File: src/logic/lsu_pkg.sv
// Shared widths, queue depth and types of the store side of the load/store unit
// Addresses are byte addresses and the memory write port works on 32-bit words
// Only aligned accesses are supported, the low address bits are trusted
`default_nettype none

package lsu_pkg;

    localparam int SQ_DEPTH  = 8;
    localparam int SQ_IDX_W  = $clog2(SQ_DEPTH);
    localparam int ADDR_W    = 16;
    localparam int DATA_W    = 32;
    localparam int TAG_W     = 6;
    localparam int BYTE_EN_W = DATA_W / 8;

    typedef logic [ADDR_W-1:0]    lsu_addr_t;
    // Word address as seen by the memory write port
    typedef logic [ADDR_W-3:0]    lsu_word_addr_t;
    typedef logic [DATA_W-1:0]    lsu_data_t;
    typedef logic [TAG_W-1:0]     lsu_tag_t;
    typedef logic [SQ_DEPTH-1:0]  sq_select_t;
    typedef logic [SQ_IDX_W-1:0]  sq_idx_t;
    typedef logic [BYTE_EN_W-1:0] byte_en_t;

    // The store kinds are byte, halfword and word
    typedef enum logic [1:0] {
        SB = 2'b00,
        SH = 2'b01,
        SW = 2'b10
    } lsu_func_t;

    // States of the commit stage
    typedef enum logic {
        IDLE  = 1'b0,
        WRITE = 1'b1
    } commit_state_t;

endpackage

`default_nettype wire

File: src/logic/lsu_ifs.sv
// Interfaces between the store stages
// sq_alloc_if takes a store into the queue when en is high and full is low
// sq_retire_if carries one launched store; the consumer holds it with stall
`default_nettype none

// Allocation bus from the address generation stage into the store queue
interface sq_alloc_if import lsu_pkg::*; ();

    logic      en;
    lsu_func_t func;
    lsu_tag_t  tag;
    lsu_addr_t addr;
    lsu_data_t data;
    logic      full;

    // The producer side forms the store op
    modport agu (
        output en, func, tag, addr, data,
        input  full
    );

    // The queue side reports when no slot is free
    modport sq (
        input  en, func, tag, addr, data,
        output full
    );

endinterface

// Retire bus from the store queue into the commit stage
interface sq_retire_if import lsu_pkg::*; ();

    logic       en;
    sq_select_t select;
    lsu_func_t  func;
    lsu_addr_t  addr;
    lsu_tag_t   tag;
    lsu_data_t  data;
    logic       stall;

    modport sq (
        output en, select, func, addr, tag, data,
        input  stall
    );

    // The commit stage stalls the queue while it holds a store
    modport commit (
        input  en, select, func, addr, tag, data,
        output stall
    );

endinterface

`default_nettype wire

File: src/logic/store_agu.sv
// Address generation stage that holds one store op
// The address wraps at ADDR_W bits and is not checked for alignment
// A flush drops the held op and any issue in the same cycle
`default_nettype none

module store_agu import lsu_pkg::*; (
    input  logic        clk,
    input  logic        n_rst,
    input  logic        i_flush,
    input  logic        i_issue_en,
    input  lsu_func_t   i_issue_func,
    input  lsu_tag_t    i_issue_tag,
    input  lsu_addr_t   i_issue_base,
    input  lsu_addr_t   i_issue_offset,
    input  lsu_data_t   i_issue_data,
    output logic        o_issue_ready,
    sq_alloc_if.agu     alloc
);

    logic      op_valid;
    lsu_func_t op_func;
    lsu_tag_t  op_tag;
    lsu_addr_t op_addr;
    lsu_data_t op_data;

    // The stage only blocks when its held op cannot enter the queue
    assign o_issue_ready = ~(op_valid & alloc.full);

    // The op is offered only while the queue has room
    assign alloc.en   = op_valid & ~alloc.full;
    assign alloc.func = op_func;
    assign alloc.tag  = op_tag;
    assign alloc.addr = op_addr;
    assign alloc.data = op_data;

    always_ff @(posedge clk) begin
        if (!n_rst) begin
            op_valid <= 1'b0;
        end else if (i_flush) begin
            op_valid <= 1'b0;
        end else if (o_issue_ready) begin
            op_valid <= i_issue_en;
        end
    end

    // Payload only changes when a new op is accepted
    always_ff @(posedge clk) begin
        if (o_issue_ready && i_issue_en) begin
            op_func <= i_issue_func;
            op_tag  <= i_issue_tag;
            op_addr <= i_issue_base + i_issue_offset;
            op_data <= i_issue_data;
        end
    end

endmodule

`default_nettype wire

File: src/logic/lsu_sq.sv
// Store queue with SQ_DEPTH slots
// Stores become nonspeculative one at a time, in reorder buffer retirement order
// A flush keeps nonspeculative stores and never cancels a launched one
// The reorder buffer must hold its retire request until it sees the ack
`default_nettype none

module lsu_sq import lsu_pkg::*; (
    input  logic        clk,
    input  logic        n_rst,
    input  logic        i_flush,
    sq_alloc_if.sq      alloc,
    sq_retire_if.sq     retire,
    input  logic        i_update_en,
    input  sq_select_t  i_update_select,
    input  logic        i_update_retry,
    input  logic        i_rob_retire_en,
    input  lsu_tag_t    i_rob_retire_tag,
    output logic        o_rob_retire_ack
);

    // Slot payload
    lsu_func_t  slot_func [SQ_DEPTH];
    lsu_addr_t  slot_addr [SQ_DEPTH];
    lsu_data_t  slot_data [SQ_DEPTH];
    lsu_tag_t   slot_tag  [SQ_DEPTH];

    // Slot control bits
    sq_select_t slot_valid;
    sq_select_t slot_nonspec;
    sq_select_t slot_launched;

    sq_select_t free_vec;
    sq_select_t alloc_select;
    sq_select_t rob_select;
    sq_select_t retirable;
    sq_select_t launch_select;
    sq_select_t upd_select;
    sq_select_t upd_done;
    sq_select_t upd_again;
    sq_select_t keep_mask;
    sq_idx_t    launch_idx;
    logic       launch_en;
    logic       retire_busy;

    assign free_vec   = ~slot_valid;
    assign alloc.full = &slot_valid;

    // Lowest free slot takes the new store, a flush drops it as speculative
    assign alloc_select = {SQ_DEPTH{alloc.en & ~alloc.full & ~i_flush}} &
                          (free_vec & ~(free_vec - 1'b1));

    // A store still retiring blocks the next one from turning nonspeculative
    // This keeps launches in retirement order even across retries
    assign retire_busy = |(slot_valid & slot_nonspec);

    always_comb begin
        for (int i = 0; i < SQ_DEPTH; i++) begin
            rob_select[i] = i_rob_retire_en & ~retire_busy & slot_valid[i] &
                            (slot_tag[i] == i_rob_retire_tag);
        end
    end

    // Retirable means valid, nonspeculative and not yet launched
    assign retirable     = slot_valid & slot_nonspec & ~slot_launched;
    assign launch_select = {SQ_DEPTH{~retire.stall}} & (retirable & ~(retirable - 1'b1));
    assign launch_en     = |launch_select;

    // One-hot launch select to slot index
    always_comb begin
        launch_idx = '0;
        for (int i = 0; i < SQ_DEPTH; i++) begin
            if (launch_select[i]) begin
                launch_idx = sq_idx_t'(i);
            end
        end
    end

    // The commit stage result either frees the slot or launches it again
    assign upd_select = {SQ_DEPTH{i_update_en}} & i_update_select;
    assign upd_done   = upd_select & {SQ_DEPTH{~i_update_retry}};
    assign upd_again  = upd_select & {SQ_DEPTH{i_update_retry}};

    // On flush only stores already retired, or retiring now, survive
    assign keep_mask = i_flush ? (slot_nonspec | rob_select) : '1;

    always_ff @(posedge clk) begin
        if (!n_rst) begin
            slot_valid    <= '0;
            slot_nonspec  <= '0;
            slot_launched <= '0;
        end else begin
            slot_valid    <= (slot_valid & keep_mask & ~upd_done) | alloc_select;
            slot_nonspec  <= (slot_nonspec & ~alloc_select) | rob_select;
            slot_launched <= (slot_launched & ~alloc_select & ~upd_again) | launch_select;
        end
    end

    // New store ops write their payload into the chosen slot
    always_ff @(posedge clk) begin
        for (int i = 0; i < SQ_DEPTH; i++) begin
            if (alloc_select[i]) begin
                slot_func[i] <= alloc.func;
                slot_addr[i] <= alloc.addr;
                slot_data[i] <= alloc.data;
                slot_tag[i]  <= alloc.tag;
            end
        end
    end

    // Retire outputs hold while the commit stage stalls
    always_ff @(posedge clk) begin
        if (!n_rst) begin
            retire.en <= 1'b0;
        end else if (!retire.stall) begin
            retire.en <= launch_en;
        end
    end

    always_ff @(posedge clk) begin
        if (!retire.stall) begin
            retire.select <= launch_select;
            retire.func   <= slot_func[launch_idx];
            retire.addr   <= slot_addr[launch_idx];
            retire.tag    <= slot_tag[launch_idx];
            retire.data   <= slot_data[launch_idx];
        end
    end

    // Ack the reorder buffer on the first launch of the store it is retiring
    // A relaunch after retry carries an older tag, so it never acks twice
    always_ff @(posedge clk) begin
        if (!n_rst) begin
            o_rob_retire_ack <= 1'b0;
        end else begin
            o_rob_retire_ack <= launch_en & i_rob_retire_en &
                                (slot_tag[launch_idx] == i_rob_retire_tag);
        end
    end

endmodule

`default_nettype wire

File: src/logic/store_commit.sv
// Commit stage with one store in flight
// Byte lanes come from the low two address bits, which are assumed aligned
// Memory busy in the WRITE cycle turns the write into a retry
`default_nettype none

module store_commit import lsu_pkg::*; (
    input  logic            clk,
    input  logic            n_rst,
    input  logic            i_mem_busy,
    sq_retire_if.commit     retire,
    output logic            o_update_en,
    output sq_select_t      o_update_select,
    output logic            o_update_retry,
    output logic            o_commit_en,
    output lsu_word_addr_t  o_commit_addr,
    output byte_en_t        o_commit_byte_en,
    output lsu_data_t       o_commit_data
);

    commit_state_t state;
    logic [1:0]    lane;
    byte_en_t      lane_byte_en;
    lsu_data_t     lane_data;
    sq_select_t    held_select;

    assign lane = retire.addr[1:0];

    // Byte enables come from the store kind and move to the addressed lane
    always_comb begin
        case (retire.func)
            SB:      lane_byte_en = byte_en_t'(4'b0001) << lane;
            SH:      lane_byte_en = byte_en_t'(4'b0011) << lane;
            SW:      lane_byte_en = '1;
            default: lane_byte_en = '0;
        endcase
    end

    // Data shifts by whole bytes into the same lane
    assign lane_data = retire.data << {lane, 3'b000};

    // Each launched store takes one WRITE cycle and then returns to IDLE
    always_ff @(posedge clk) begin
        if (!n_rst) begin
            state <= IDLE;
        end else begin
            case (state)
                IDLE:    state <= retire.en ? WRITE : IDLE;
                WRITE:   state <= IDLE;
                default: state <= IDLE;
            endcase
        end
    end

    // Capture the aligned store when it arrives
    always_ff @(posedge clk) begin
        if (state == IDLE && retire.en) begin
            held_select      <= retire.select;
            o_commit_addr    <= retire.addr[ADDR_W-1:2];
            o_commit_byte_en <= lane_byte_en;
            o_commit_data    <= lane_data;
        end
    end

    // The queue holds its retire outputs while a store sits in WRITE
    assign retire.stall = (state == WRITE);

    // Write when memory is free, otherwise ask the queue to relaunch
    assign o_commit_en     = (state == WRITE) & ~i_mem_busy;
    assign o_update_en     = (state == WRITE);
    assign o_update_select = held_select;
    assign o_update_retry  = i_mem_busy;

endmodule

`default_nettype wire

File: src/logic/lsu_store_top.sv
// Store side of the load/store unit with plain ports
// o_commit_addr is a word address, byte lanes are given by o_commit_byte_en
// The reorder buffer holds i_rob_retire_en and its tag until o_rob_retire_ack
`default_nettype none

module lsu_store_top import lsu_pkg::*; (
    input  logic            clk,
    input  logic            n_rst,
    input  logic            i_flush,
    input  logic            i_issue_en,
    input  lsu_func_t       i_issue_func,
    input  lsu_tag_t        i_issue_tag,
    input  lsu_addr_t       i_issue_base,
    input  lsu_addr_t       i_issue_offset,
    input  lsu_data_t       i_issue_data,
    output logic            o_issue_ready,
    input  logic            i_rob_retire_en,
    input  lsu_tag_t        i_rob_retire_tag,
    output logic            o_rob_retire_ack,
    input  logic            i_mem_busy,
    output logic            o_commit_en,
    output lsu_word_addr_t  o_commit_addr,
    output byte_en_t        o_commit_byte_en,
    output lsu_data_t       o_commit_data
);

    sq_alloc_if  alloc_bus ();
    sq_retire_if retire_bus ();

    // Update path from the commit stage back into the queue
    logic       update_en;
    sq_select_t update_select;
    logic       update_retry;

    store_agu u_agu (
        .clk            (clk),
        .n_rst          (n_rst),
        .i_flush        (i_flush),
        .i_issue_en     (i_issue_en),
        .i_issue_func   (i_issue_func),
        .i_issue_tag    (i_issue_tag),
        .i_issue_base   (i_issue_base),
        .i_issue_offset (i_issue_offset),
        .i_issue_data   (i_issue_data),
        .o_issue_ready  (o_issue_ready),
        .alloc          (alloc_bus.agu)
    );

    lsu_sq u_sq (
        .clk              (clk),
        .n_rst            (n_rst),
        .i_flush          (i_flush),
        .alloc            (alloc_bus.sq),
        .retire           (retire_bus.sq),
        .i_update_en      (update_en),
        .i_update_select  (update_select),
        .i_update_retry   (update_retry),
        .i_rob_retire_en  (i_rob_retire_en),
        .i_rob_retire_tag (i_rob_retire_tag),
        .o_rob_retire_ack (o_rob_retire_ack)
    );

    store_commit u_commit (
        .clk              (clk),
        .n_rst            (n_rst),
        .i_mem_busy       (i_mem_busy),
        .retire           (retire_bus.commit),
        .o_update_en      (update_en),
        .o_update_select  (update_select),
        .o_update_retry   (update_retry),
        .o_commit_en      (o_commit_en),
        .o_commit_addr    (o_commit_addr),
        .o_commit_byte_en (o_commit_byte_en),
        .o_commit_data    (o_commit_data)
    );

endmodule

`default_nettype wire

File: config.mk
export PLATFORM = sky130hd
export DESIGN_NAME = lsu_store_top
export DESIGN_NICKNAME = d
export VERILOG_FILES = /design/src/logic/lsu_pkg.sv /design/src/logic/lsu_ifs.sv /design/src/logic/store_agu.sv /design/src/logic/lsu_sq.sv /design/src/logic/store_commit.sv /design/src/logic/lsu_store_top.sv
export SDC_FILE = /design/constraint.sdc
export NUM_CORES = 1
export LEC_CHECK = 0
export ABC_AREA = 1
export BUFFER_PORTS_ARGS = -buffer_cell sky130_fd_sc_hd__buf_2
export CAP_MARGIN = 20
export CORE_MARGIN = 1
export CORE_UTILIZATION = 30
export CTS_CLUSTER_SIZE = 12
export DETAILED_ROUTE_END_ITERATION = 8
export SLEW_MARGIN = 5
export SYNTH_ARGS = -nofsm -noshare
export SYNTH_HDL_FRONTEND = slang
export SYNTH_SLANG_ARGS = --single-unit
File: constraint.sdc
create_clock -name clk -period 9.9 [get_ports clk]
set_clock_uncertainty 0.05 [all_clocks]
set_input_delay 1.98 -clock clk [delete_from_list [all_inputs] [get_ports clk]]
set_output_delay 1.98 -clock clk [all_outputs]
set_load 0.1 [all_outputs]
==> impl_metrics.csv, run 1 <==
group,metric,value,unit
worst_setup_path,worstPathArrival,3.17,ns
worst_setup_path,reg2reg_depth,12,
yosys,synth_area,0.0258,mm^2
worst_setup_path,crit_required,7.87,ns
final_layout,n_fill_cell,8220,
floorplanning,num_rows,107,
sta,tightest_slew,1.08,ns
power,power.leakage,9.83,nW
worst_setup_path,worstSetupStartpointType,"input pin",
cts,ctsHtreeMaxLevel,3,
floorplanning,initial_utilization,30.2,%
worst_setup_path,endpoint_kind,"output port",
sta,hold_violations,0,
sta,slew_violations,0,
cts,cts-root-buf,"clkbuf_16",
placed_design,dp.cells,3099,
grt,gr-usage-all-layers,14.2,%
power,power_density,187,mW/mm^2
cts,cts.path.max_buffers,3,
cts,cts_tree,"yes",
route,dr.first_iter.drc_count,1077,
outcome,status,"complete, no violations",
yosys,netlist_instances,1902,
placed_design,io_buffers,136,
power,ir_drop,0.100,mV
worst_setup_path,cp-endpoint,"o_commit_en",
sta,slew_headroom,28.0,%
sta,rsz0062_at_grt,"false",
route,drc,0,
cts,path_clk_slew,0.06,ns
final_layout,multi_input_area,0.00584,mm^2
grt,grt_pass1_wl,93200,um
yosys,yosysUniqueCellTypes,45,
final_layout,regArea,0.0192,mm^2
sta,fin_crit_sh,52.5,%
yosys,synth-main-ff-cell,"edfxtp_1",
yosys,synth.top_cell.area_share,72.3,%
grt,globalRouteOverflowTotal,0,
route,wl_per_cell,19.4,um
worst_setup_path,cpPeakStageDelay,0.55,ns
grt,antenna_found_initial,5,
cts,clock_sinks,648,
cts,cts_buffers,68,
worst_setup_path,criticalPathCategory,"in2out",
cts,cts_setup_buffers,0,
yosys,yosys-top-cells-area,"edfxtp_1 (72%), o21ai_0 (4.3%), nor2_1 (3.3%), o21a_1 (2.9%), dfxtp_1 (2.2%)",
route,wl,62200,um
cts,hold_buffers,0,
sta,finalSetupViolCount,0,
worst_setup_path,timing.rr.start,"u_commit.o_update_en$_SDFF_PP0_",
sta,period_minus_slack,5.20,ns
floorplanning,die-area,0.0870,mm^2
yosys,synth_warnings,0,
final_layout,nets,2125,
route,vias,15600,
job,maxCapViolations,0,
placed_design,post-dp-hpwl,35600,um
grt,grt_max_degree,94,
worst_setup_path,crit_path_cell_trace,"buf_2 -> nor2_1 -> buf_2",
route,drtAntennaViolNets,0,
worst_setup_path,crit_buf_inv,2,
worst_setup_path,cp-startpoint,"i_mem_busy",
grt,grt_pass1_vias,15400,
yosys,synth_nets,2002,
floorplanning,io_pins,137,
yosys,synth-edff-count,620,
sta,finalSetupTns,0,ns
hold_path,hold_class,"reg2reg",
yosys,post-synth-top-count-cell,"edfxtp_1",
route,drt_pass1_iterations,5,
worst_setup_path,ff2ff_setup_slack,4.98,ns
placed_design,place.gp.congestion,0.879,
yosys,synth_seq_cells,648,
worst_setup_path,r2r-end,"u_sq.retire.addr[10]$_DFFE_PN_",
route,viasPerCell,4.87,
worst_setup_path,slowest_stage,"buf_2",
floorplanning,core_area,0.0851,mm^2
yosys,seq_area_frac_synth,74.5,%
worst_setup_path,crit_fanout,9,
yosys,synth-async-reset-ratio,0,%
yosys,synth_common_cells,"edfxtp_1 (620), nor2_1 (226), o21ai_0 (221)",
cts,clkLatencyLatePin,0.61,ns
floorplanning,die_h,295,um
worst_setup_path,path_depth,3,
worst_setup_path,crit_top_cell,"buf_2",
worst_setup_path,path_delay_family,"buffers and inverters",
cts,cts.repair.resized,0,
floorplanning,die_x,295,um
final_layout,area.growth.synth_to_final,14.8,%
sta,fmax,192,MHz
yosys,syn_avg_cell_area,13.5,um^2
final_layout,drive_above_1_share,13.2,%
final_layout,layout.cells.non_filler,3208,
yosys,synth_top_area_cell,"edfxtp_1",
## cell type report
type	count	area share, %
multi-input combinational	1075	19.8
inverter	75	0.965
antenna	4	0.0339
sequential	648	64.9
timing repair buffer	157	2.84
clock buffer	85	5.97
tap	1144	4.84
clock inverter	20	0.707
## where the power goes
part | leakage (nW) | internal (mW) | total, mW | switching, mW
logic | 2.92 | 0.0421 | 0.117 | 0.0745
clock network | 0.956 | 1.29 | 2.31 | 1.02
registers | 5.96 | 3.04 | 3.09 | 0.0413
## layer usage
layer / GRT usage [%] / vias to the layer above / part of all wire [%]
met1: 18.5 / 7638 / 44
met4: 5.56 / 4 / 2.8
met5: 0 / - / 0.042
met3: 2.20 / 103 / 5.6
met2: 23.6 / 511 / 48
li1: - / 7361 / -
## registers in the layout, indices dropped and copies added, names as in the netlist, 14 cells and up
register                cells
u_commit.o_commit_addr     14
u_sq.retire.data           32
u_sq.slot_addr            128
u_sq.slot_func             16
u_agu.alloc.addr           16
u_sq.slot_tag              48
u_commit.o_commit_data     32
u_sq.retire.addr           16
u_sq.slot_data            256
u_agu.alloc.data           32
## worst register-to-register path: stages, from the launching register on
cell and delay [ns]:
dfxtp_1 0.53, inv_2 0.04, buf_4 0.40, nand3_1 0.25, nor2_2 0.08, nor2_4 0.47
nand3_4 0.62, inv_4 0.76, buf_4 0.81, o21ai_0 0.25, o22ai_1 0.20, nor2_1 0.06
a31oi_1 0.21
## metrics by stage
step           utilization, %  worst slack (ns)  hold slack (ns)  cell area, um^2  power (mW)
4_1_cts                  34.7              4.68            0.370            29500        5.57
2_1_floorplan               -              1.11            0.350            25800        3.19
3_3_place_gp             32.4              4.77            0.351            27600        3.26
3_5_place_dp             32.4              4.68            0.357            27600        3.26
5_1_grt                  34.7              4.55            0.373            29500        5.68
6_report                 34.7              4.70            0.366            29600        5.51
## layout by cell type, fill, tap and decap left out, drive strengths merged, types with 2 or more instances in the layout
cell type  netlist  final
diode            0      4
ha              15     15
o21a           100    100
xor2            17     17
nor3             7      7
or2              5      5
clkinv           4     22
dfxtp           28     28
xnor2            9      9
a31oi           55     55
nor2           231    231
o211ai           5      5
edfxtp         620    620
nor4             4      4
inv             71     72
o21ai          227    227
nand4           26     26
nand3b           9      9
clkbuf          42     85
buf             62    157
o22ai           66     66
a2111oi         10     10
a211oi           2      2
a21oi           55     55
nand3           75     75
nand2          140    140
o31ai            3      3
o2111ai          2      2
o32ai            8      8
## how the worst min path moves through the flow
stage               depth (start not counted)                            start                                     to  slack [ns]
finish                                      0  u_sq.retire.select[6]$_DFFE_PN_  u_commit.o_update_select[6]$_DFFE_PP_        0.37
global placement                            0  u_sq.retire.select[5]$_DFFE_PN_  u_commit.o_update_select[5]$_DFFE_PP_        0.35
floorplan                                   0    u_sq.retire.addr[2]$_DFFE_PN_    u_commit.o_commit_addr[0]$_DFFE_PP_        0.35
CTS                                         0  u_sq.retire.select[6]$_DFFE_PN_  u_commit.o_update_select[6]$_DFFE_PP_        0.37
detailed placement                          0  u_sq.retire.select[5]$_DFFE_PN_  u_commit.o_update_select[5]$_DFFE_PP_        0.36
global route                                0  u_sq.retire.select[2]$_DFFE_PN_  u_commit.o_update_select[2]$_DFFE_PP_        0.37
## logic make-up (layout without fill, tap and decap cells)
logic type	count (synthesis)	in the layout	share of synthesized area (%)
AND/OR/NAND/NOR	498	498	8.43
AO/OA/AOI/OAI	535	535	12.4
other	0	4	0
XOR/XNOR	26	26	0.884
buffers and inverters	179	337	3.04
adder cells (fa/ha/maj)	16	16	0.806
flip-flops	648	648	74.5
(Power assumes the default switching activity.)
==> inputs of run 2 (changes only) <==
- ABC_AREA: 1 -> 0
- clock period: 9.9 -> 4.75 ns (I/O delays scaled with it)
==> impl_metrics.csv, run 2 <==
group,metric,value,unit
placed_design,post-dp-hpwl,37300,um
final_layout,final_core_util,35.2,%
outcome,status,"complete, no violations",
final_layout,layout_common_cells,"edfxtp_1 (620), nand2_1 (511), nand3_1 (322), buf_2 (136), clkbuf_16 (71)",
yosys,synth.top_cell.area_share,71.7,%
worst_setup_path,worstSetupStartpointType,"register",
route,wl,64700,um
floorplanning,io_pins,137,
yosys,yosys-top-cells-area,"edfxtp_1 (72%), nand2_1 (7.4%), nand3_1 (6.2%), dfxtp_1 (2.2%), xnor2_1 (2.0%)",
sta,finalSetupTns,0,ns
yosys,yosysUniqueCellTypes,60,
yosys,synth_common_cells,"edfxtp_1 (620), nand2_1 (512), nand3_1 (322)",
cts,cts.path.max_buffers,3,
worst_setup_path,ff2ff_setup_slack,1.29,ns
cts,cts_buffers,69,
final_layout,nets,2202,
route,drc,0,
sta,tightest_slew,1.08,ns
yosys,syn_avg_cell_area,13.1,um^2
cts,cts_tree,"yes",
placed_design,place_ws,0.902,ns
grt,globalRouteOverflowTotal,0,
sta,period_minus_slack,3.46,ns
grt,grt_pass1_vias,15600,
job,maxCapViolations,0,
yosys,synth-async-reset-ratio,0,%
yosys,synth-main-ff-cell,"edfxtp_1",
yosys,post-synth-top-count-cell,"edfxtp_1",
yosys,seq_area_frac_synth,73.9,%
grt,grt_max_degree,202,
final_layout,largestRegisters,"u_sq.slot_data: 256 flops, u_sq.slot_addr: 128 flops, u_sq.slot_tag: 48 flops",
final_layout,regMostFlops,"u_sq.slot_data",
sta,setup_ws,1.29,ns
cts,path_clk_slew,0.06,ns
sta,slew_headroom,27.8,%
placed_design,io_buffers,136,
power,power_density,388,mW/mm^2
final_layout,area.growth.synth_to_final,15.8,%
grt,grt_pass1_wl,96900,um
yosys,netlist_instances,1976,
route,drtAntennaViolNets,0,
cts,cts_setup_buffers,0,
yosys,synth_seq_cells,648,
power,power.total,11.7,mW
worst_setup_path,timing.rr.start,"u_sq.slot_valid[0]$_SDFF_PN0_",
sta,rsz0062_at_grt,"false",
hold_path,hold_class,"reg2reg",
floorplanning,die-area,0.0877,mm^2
worst_setup_path,r2r-end,"u_sq.retire.data[23]$_DFFE_PN_",
hold_path,hold_end,"u_commit.o_commit_addr[0]$_DFFE_PP_",
final_layout,n_fill_cell,8275,
route,dr.first_iter.drc_count,1414,
worst_setup_path,crit_top_cell,"nand2_1",
cts,cts-root-buf,"clkbuf_16",
worst_setup_path,crit_required,5.14,ns
power,power.leakage,10.5,nW
placed_design,place.gp.congestion,0.860,
worst_setup_path,cp-startpoint,"u_sq.slot_valid[0]$_SDFF_PN0_",
worst_setup_path,slowest_stage,"a311o_2",
floorplanning,initial_utilization,30.4,%
grt,antenna_found_initial,8,
cts,cts.repair.resized,0,
grt,gr-usage-all-layers,14.7,%
sta,slew_violations,0,
floorplanning,num_rows,107,
route,vias,16000,
hold_path,min_from,"u_sq.retire.addr[2]$_DFFE_PN_",
worst_setup_path,cpPeakStageDelay,0.75,ns
floorplanning,die_x,296,um
sta,fmax,289,MHz
worst_setup_path,path_delay_family,"compound AO/OA/AOI/OAI gates",
hold_path,holdPathStages,0,
power,ir_drop,0.215,mV
floorplanning,core_area,0.0854,mm^2
yosys,synth_area,0.0260,mm^2
worst_setup_path,endpoint_kind,"register",
yosys,synth_warnings,0,
sta,hold_violations,0,
cts,hold_buffers,0,
worst_setup_path,path_depth,8,
final_layout,largest_reg_flops,256,
route,viasPerCell,4.88,
worst_setup_path,crit_fanout,128,
yosys,synth-edff-count,620,
final_layout,final_common_cell,"edfxtp_1",
worst_setup_path,crit_buf_inv,1,
sta,fin_crit_sh,72.9,%
cts,ctsHtreeMaxLevel,3,
route,wl_per_cell,19.7,um
cts,clock_sinks,648,
worst_setup_path,crit_path_cell_trace,"nand2_1 -> o21ai_1 -> a311o_2 -> buf_12 -> nand2_1 -> nand3_1 -> nand3_1 -> nand2_1",
worst_setup_path,reg2reg_depth,8,
worst_setup_path,worstPathArrival,3.85,ns
yosys,synth_top_area_cell,"edfxtp_1",
route,drt_pass1_iterations,7,
worst_setup_path,criticalPathCategory,"reg2reg",
floorplanning,die_h,296,um
final_layout,drive_above_1_share,12.6,%
cts,clkLatencyLatePin,0.60,ns
yosys,synth_nets,2076,
sta,finalSetupViolCount,0,
-- run 2: cell families (layout without fill, tap and decap cells) --
kind of cell    after synthesis  count (layout)  synth area share (%)
compound gates              113             113                  2.96
flops                       648             648                  73.9
simple gates                978             978                  17.0
mux                          34              34                  1.32
xor+xnor                     62              62                  2.09
fa+ha+maj                    16              16                 0.800
other cells                   0               2                     0
buf+inv                     125             286                  1.95
-- run 2: layout make-up --
class	instances	area (um^2)	area share, %
sequential	648	19200	63.8
multi-input combinational	1203	6340	21.1
timing repair buffer	160	998	3.32
inverter	20	75.1	0.250
tap	1144	1430	4.76
clock buffer	86	1850	6.16
antenna	2	5.00	0.0166
clock inverter	20	186	0.620
-- run 2: per-stage QoR --
step                      cells  hold WS, ns  area [um^2]
after floorplan            1976        0.350        26000
after global placement     3175        0.351        28000
after detailed placement   3175        0.359        28000
after CTS                  3281        0.348        30100
after global routing       3281        0.371        30100
final                      3283        0.356        30100
-- run 2: power breakdown --
group | switching (mW) | total [mW] | internal (mW)
Clock | 2.13 | 4.98 | 2.86
Sequential | 0.0859 | 6.43 | 6.34
Combinational | 0.145 | 0.250 | 0.105
Total | 2.36 | 11.7 | 9.31
-- run 2: metal layers --
layer  track usage [%]  up-vias  share of wire, %
li1                  -     7419                 -
met1              20.3     7938                45
met2              23.8      548                47
met3              2.50      101               5.6
met4              3.76        0               2.1
met5                 0        -                 0
-- run 2: how the worst max path moves through the flow --
stage	end
floorplan	u_sq.slot_addr[0][0]$_DFFE_PP_
finish	u_sq.retire.data[23]$_DFFE_PN_
global placement	u_agu.alloc.addr[15]$_DFFE_PP_
CTS	u_sq.retire.data[23]$_DFFE_PN_
detailed placement	u_agu.alloc.addr[15]$_DFFE_PP_
global route	u_sq.retire.data[23]$_DFFE_PN_
-- run 2: worst register-to-register path, stage by stage, from the launching register on --
cell     delay (ns)
dfxtp_1        0.52
nand2_1        0.19
o21ai_1        0.60
a311o_2        0.75
buf_12         0.48
nand2_1        0.32
nand3_1        0.11
nand3_1        0.10
nand2_1        0.20
==> inputs of run 3 (changes only) <==
- ABC_AREA: 0 -> 1
- clock period: 4.75 -> 2.8 ns (I/O delays scaled with it)
==> impl_metrics.csv, run 3 (synthesis gave the netlist of run 1 again) <==
group,metric,value,unit
outcome,status,"complete, no violations",
floorplanning,die_x,295,um
sta,fin_crit_sh,97.2,%
worst_setup_path,crit_path_cell_trace,"buf_4 -> nand2_1 -> nor4_4 -> buf_4 -> buf_4 -> nor3_4 -> inv_2 -> nor4_4 -> buf_12",
grt,grt_max_degree,105,
grt,globalRouteOverflowTotal,0,
route,dr.first_iter.drc_count,1191,
final_layout,area.growth.synth_to_final,18.4,%
power,internal_power,15.6,mW
power,power_frac_clock,42.3,%
sta,period_minus_slack,2.72,ns
worst_setup_path,ff2ff_setup_slack,0.08,ns
grt,gr-usage-all-layers,14.4,%
route,wl_per_cell,19.4,um
grt,grt_pass1_wl,95000,um
sta,finalSetupViolCount,0,
final_layout,regMostFlops,"u_sq.slot_data",
final_layout,largest_reg_flops,256,
final_layout,nets,2183,
worst_setup_path,worstPathArrival,2.93,ns
cts,cts.path.max_buffers,3,
job,maxCapViolations,0,
route,drtAntennaViolNets,0,
hold_path,hold_end,"u_agu.alloc.data[26]$_DFFE_PP_",
power,power_density,644,mW/mm^2
hold_path,hold_class,"in2reg",
floorplanning,core_area,0.0851,mm^2
worst_setup_path,crit_required,3.01,ns
cts,clock_sinks,648,
sta,slew_headroom,42.6,%
cts,cts-root-buf,"clkbuf_16",
hold_path,holdPathStages,1,
placed_design,io_buffers,136,
cts,clkLatencyLatePin,0.62,ns
worst_setup_path,r2r-end,"u_sq.slot_data[6][25]$_DFFE_PP_",
route,viasPerCell,4.89,
placed_design,place_ws,-0.0653,ns
cts,ctsHtreeMaxLevel,3,
worst_setup_path,criticalPathCategory,"reg2reg",
worst_setup_path,timing.rr.start,"u_sq.slot_valid[0]$_SDFF_PN0_",
cts,cts_buffers,68,
route,drc,0,
placed_design,post-dp-hpwl,39800,um
final_layout,drive_above_1_share,16.2,%
worst_setup_path,crit_top_cell,"buf_4",
final_layout,diodes,0,
route,drt_pass1_iterations,5,
final_layout,final_common_cell,"edfxtp_1",
worst_setup_path,reg2reg_depth,9,
cts,cts_tree,"yes",
power,pwr-share-seq,55.5,%
sta,hold_violations,0,
floorplanning,io_pins,137,
placed_design,place.gp.congestion,0.921,
floorplanning,initial_utilization,30.2,%
sta,setup_ws,0.0780,ns
final_layout,largestRegisters,"u_sq.slot_data: 256 flops, u_sq.slot_addr: 128 flops, u_sq.slot_tag: 48 flops",
sta,fmax,367,MHz
worst_setup_path,slowest_stage,"buf_12",
power,p_sw,4.06,mW
cts,path_clk_slew,0.06,ns
power,ir_drop,0.445,mV
final_layout,n_fill_cell,8127,
floorplanning,num_rows,107,
grt,grt_pass1_vias,15600,
grt,antenna_found_initial,3,
sta,tightest_slew,0.861,ns
worst_setup_path,worstSetupStartpointType,"register",
hold_path,min_from,"i_issue_data[26]",
floorplanning,die_h,295,um
worst_setup_path,endpoint_kind,"register",
power,power.leakage,10.3,nW
route,vias,16000,
final_layout,final_core_util,35.8,%
sta,slew_violations,0,
route,wl,63400,um
worst_setup_path,crit_fanout,56,
final_layout,layout_common_cells,"edfxtp_1 (620), nor2_1 (222), o21ai_0 (221), nand2_1 (134), buf_2 (134)",
worst_setup_path,cpPeakStageDelay,0.41,ns
power,comb_power_share,2.1,%
floorplanning,die-area,0.0870,mm^2
power,switching_share,20.7,%
## run 3: cell count changes in the layout (fill, tap and decap cells not counted), moves of 37 or more
cell,before,now
o22ai_1,8,66
o21ai_0,7,221
nor2_1,28,222
nand2_1,511,134
buf_4,13,50
nand3_1,322,72
o21a_1,3,100
a31oi_1,8,54
xnor2_1,60,9
inv_1,12,58
## run 3: worst max-delay path by stage
stage / start / end / cells after the start
floorplan: i_flush / u_sq.slot_addr[6][0]$_DFFE_PP_ / 4
global placement: i_issue_base[0] / u_agu.alloc.addr[10]$_DFFE_PP_ / 11
detailed placement: i_issue_base[0] / u_agu.alloc.addr[10]$_DFFE_PP_ / 11
CTS: u_sq.slot_valid[3]$_SDFF_PN0_ / o_issue_ready / 7
global route: u_sq.slot_valid[3]$_SDFF_PN0_ / o_issue_ready / 7
finish: u_sq.slot_valid[0]$_SDFF_PN0_ / u_sq.slot_data[6][25]$_DFFE_PP_ / 9
## run 3: area by class of cell
| cell class | instances | area (um^2) | area share, % |
|---|---|---|---|
| Multi-Input combinational cell | 1075 | 5900 | 19.4 |
| Inverter | 75 | 289 | 0.947 |
| Clock inverter | 21 | 243 | 0.796 |
| Tap cell | 1144 | 1430 | 4.69 |
| Timing Repair Buffer | 215 | 1670 | 5.46 |
| Sequential cell | 648 | 19200 | 62.9 |
| Clock buffer | 83 | 1790 | 5.86 |
## run 3: power by group through the flow
stage	logic (mW)	clock network, mW	registers, mW
global placement	0.422	0	11.1
floorplan	0.241	0	11.0
detailed placement	0.426	0	11.1
global route	0.468	8.88	10.9
CTS	0.428	8.53	10.9
finish	0.423	8.31	10.9
## run 3: timing repair
item | in CTS | in global routing
resized for setup | 4 | 8
hold buffers | 0 | 0
pin swaps | 1 | 2
endpoints found under the setup margin | 1 | 4
setup buffers | 2 | 1
cloned | 0 | 0
## run 3: metrics by stage
step           cell area (um^2)  instances  setup TNS, ns  total power, mW  hold WS (ns)
6_report                  30500       3261              0             19.7        0.0687
5_1_grt                   30500       3261       -0.00561             20.3        0.0438
4_1_cts                   30500       3260              0             19.9        0.0294
3_5_place_dp              28400       3154        -0.0653             11.6         0.356
3_3_place_gp              28400       3154        -0.0391             11.5         0.351
2_1_floorplan             25800       1902         -63.09             11.3         0.350
## run 3: critical path: cells and delay by family (launching register included)
kind,cells,cell delay (ns)
flip-flops,1,0.32
AND/OR/NAND/NOR,4,0.93
buffers and inverters,5,1.05
## run 3: per-layer routing
metal / part of all wire, % / vias up / track usage (%)
met3: 5.3 / 88 / 2.55
met1: 44 / 7942 / 18.8
met4: 1.9 / 6 / 4.48
met5: 0.063 / - / 0
li1: - / 7471 / -
met2: 49 / 449 / 24.3
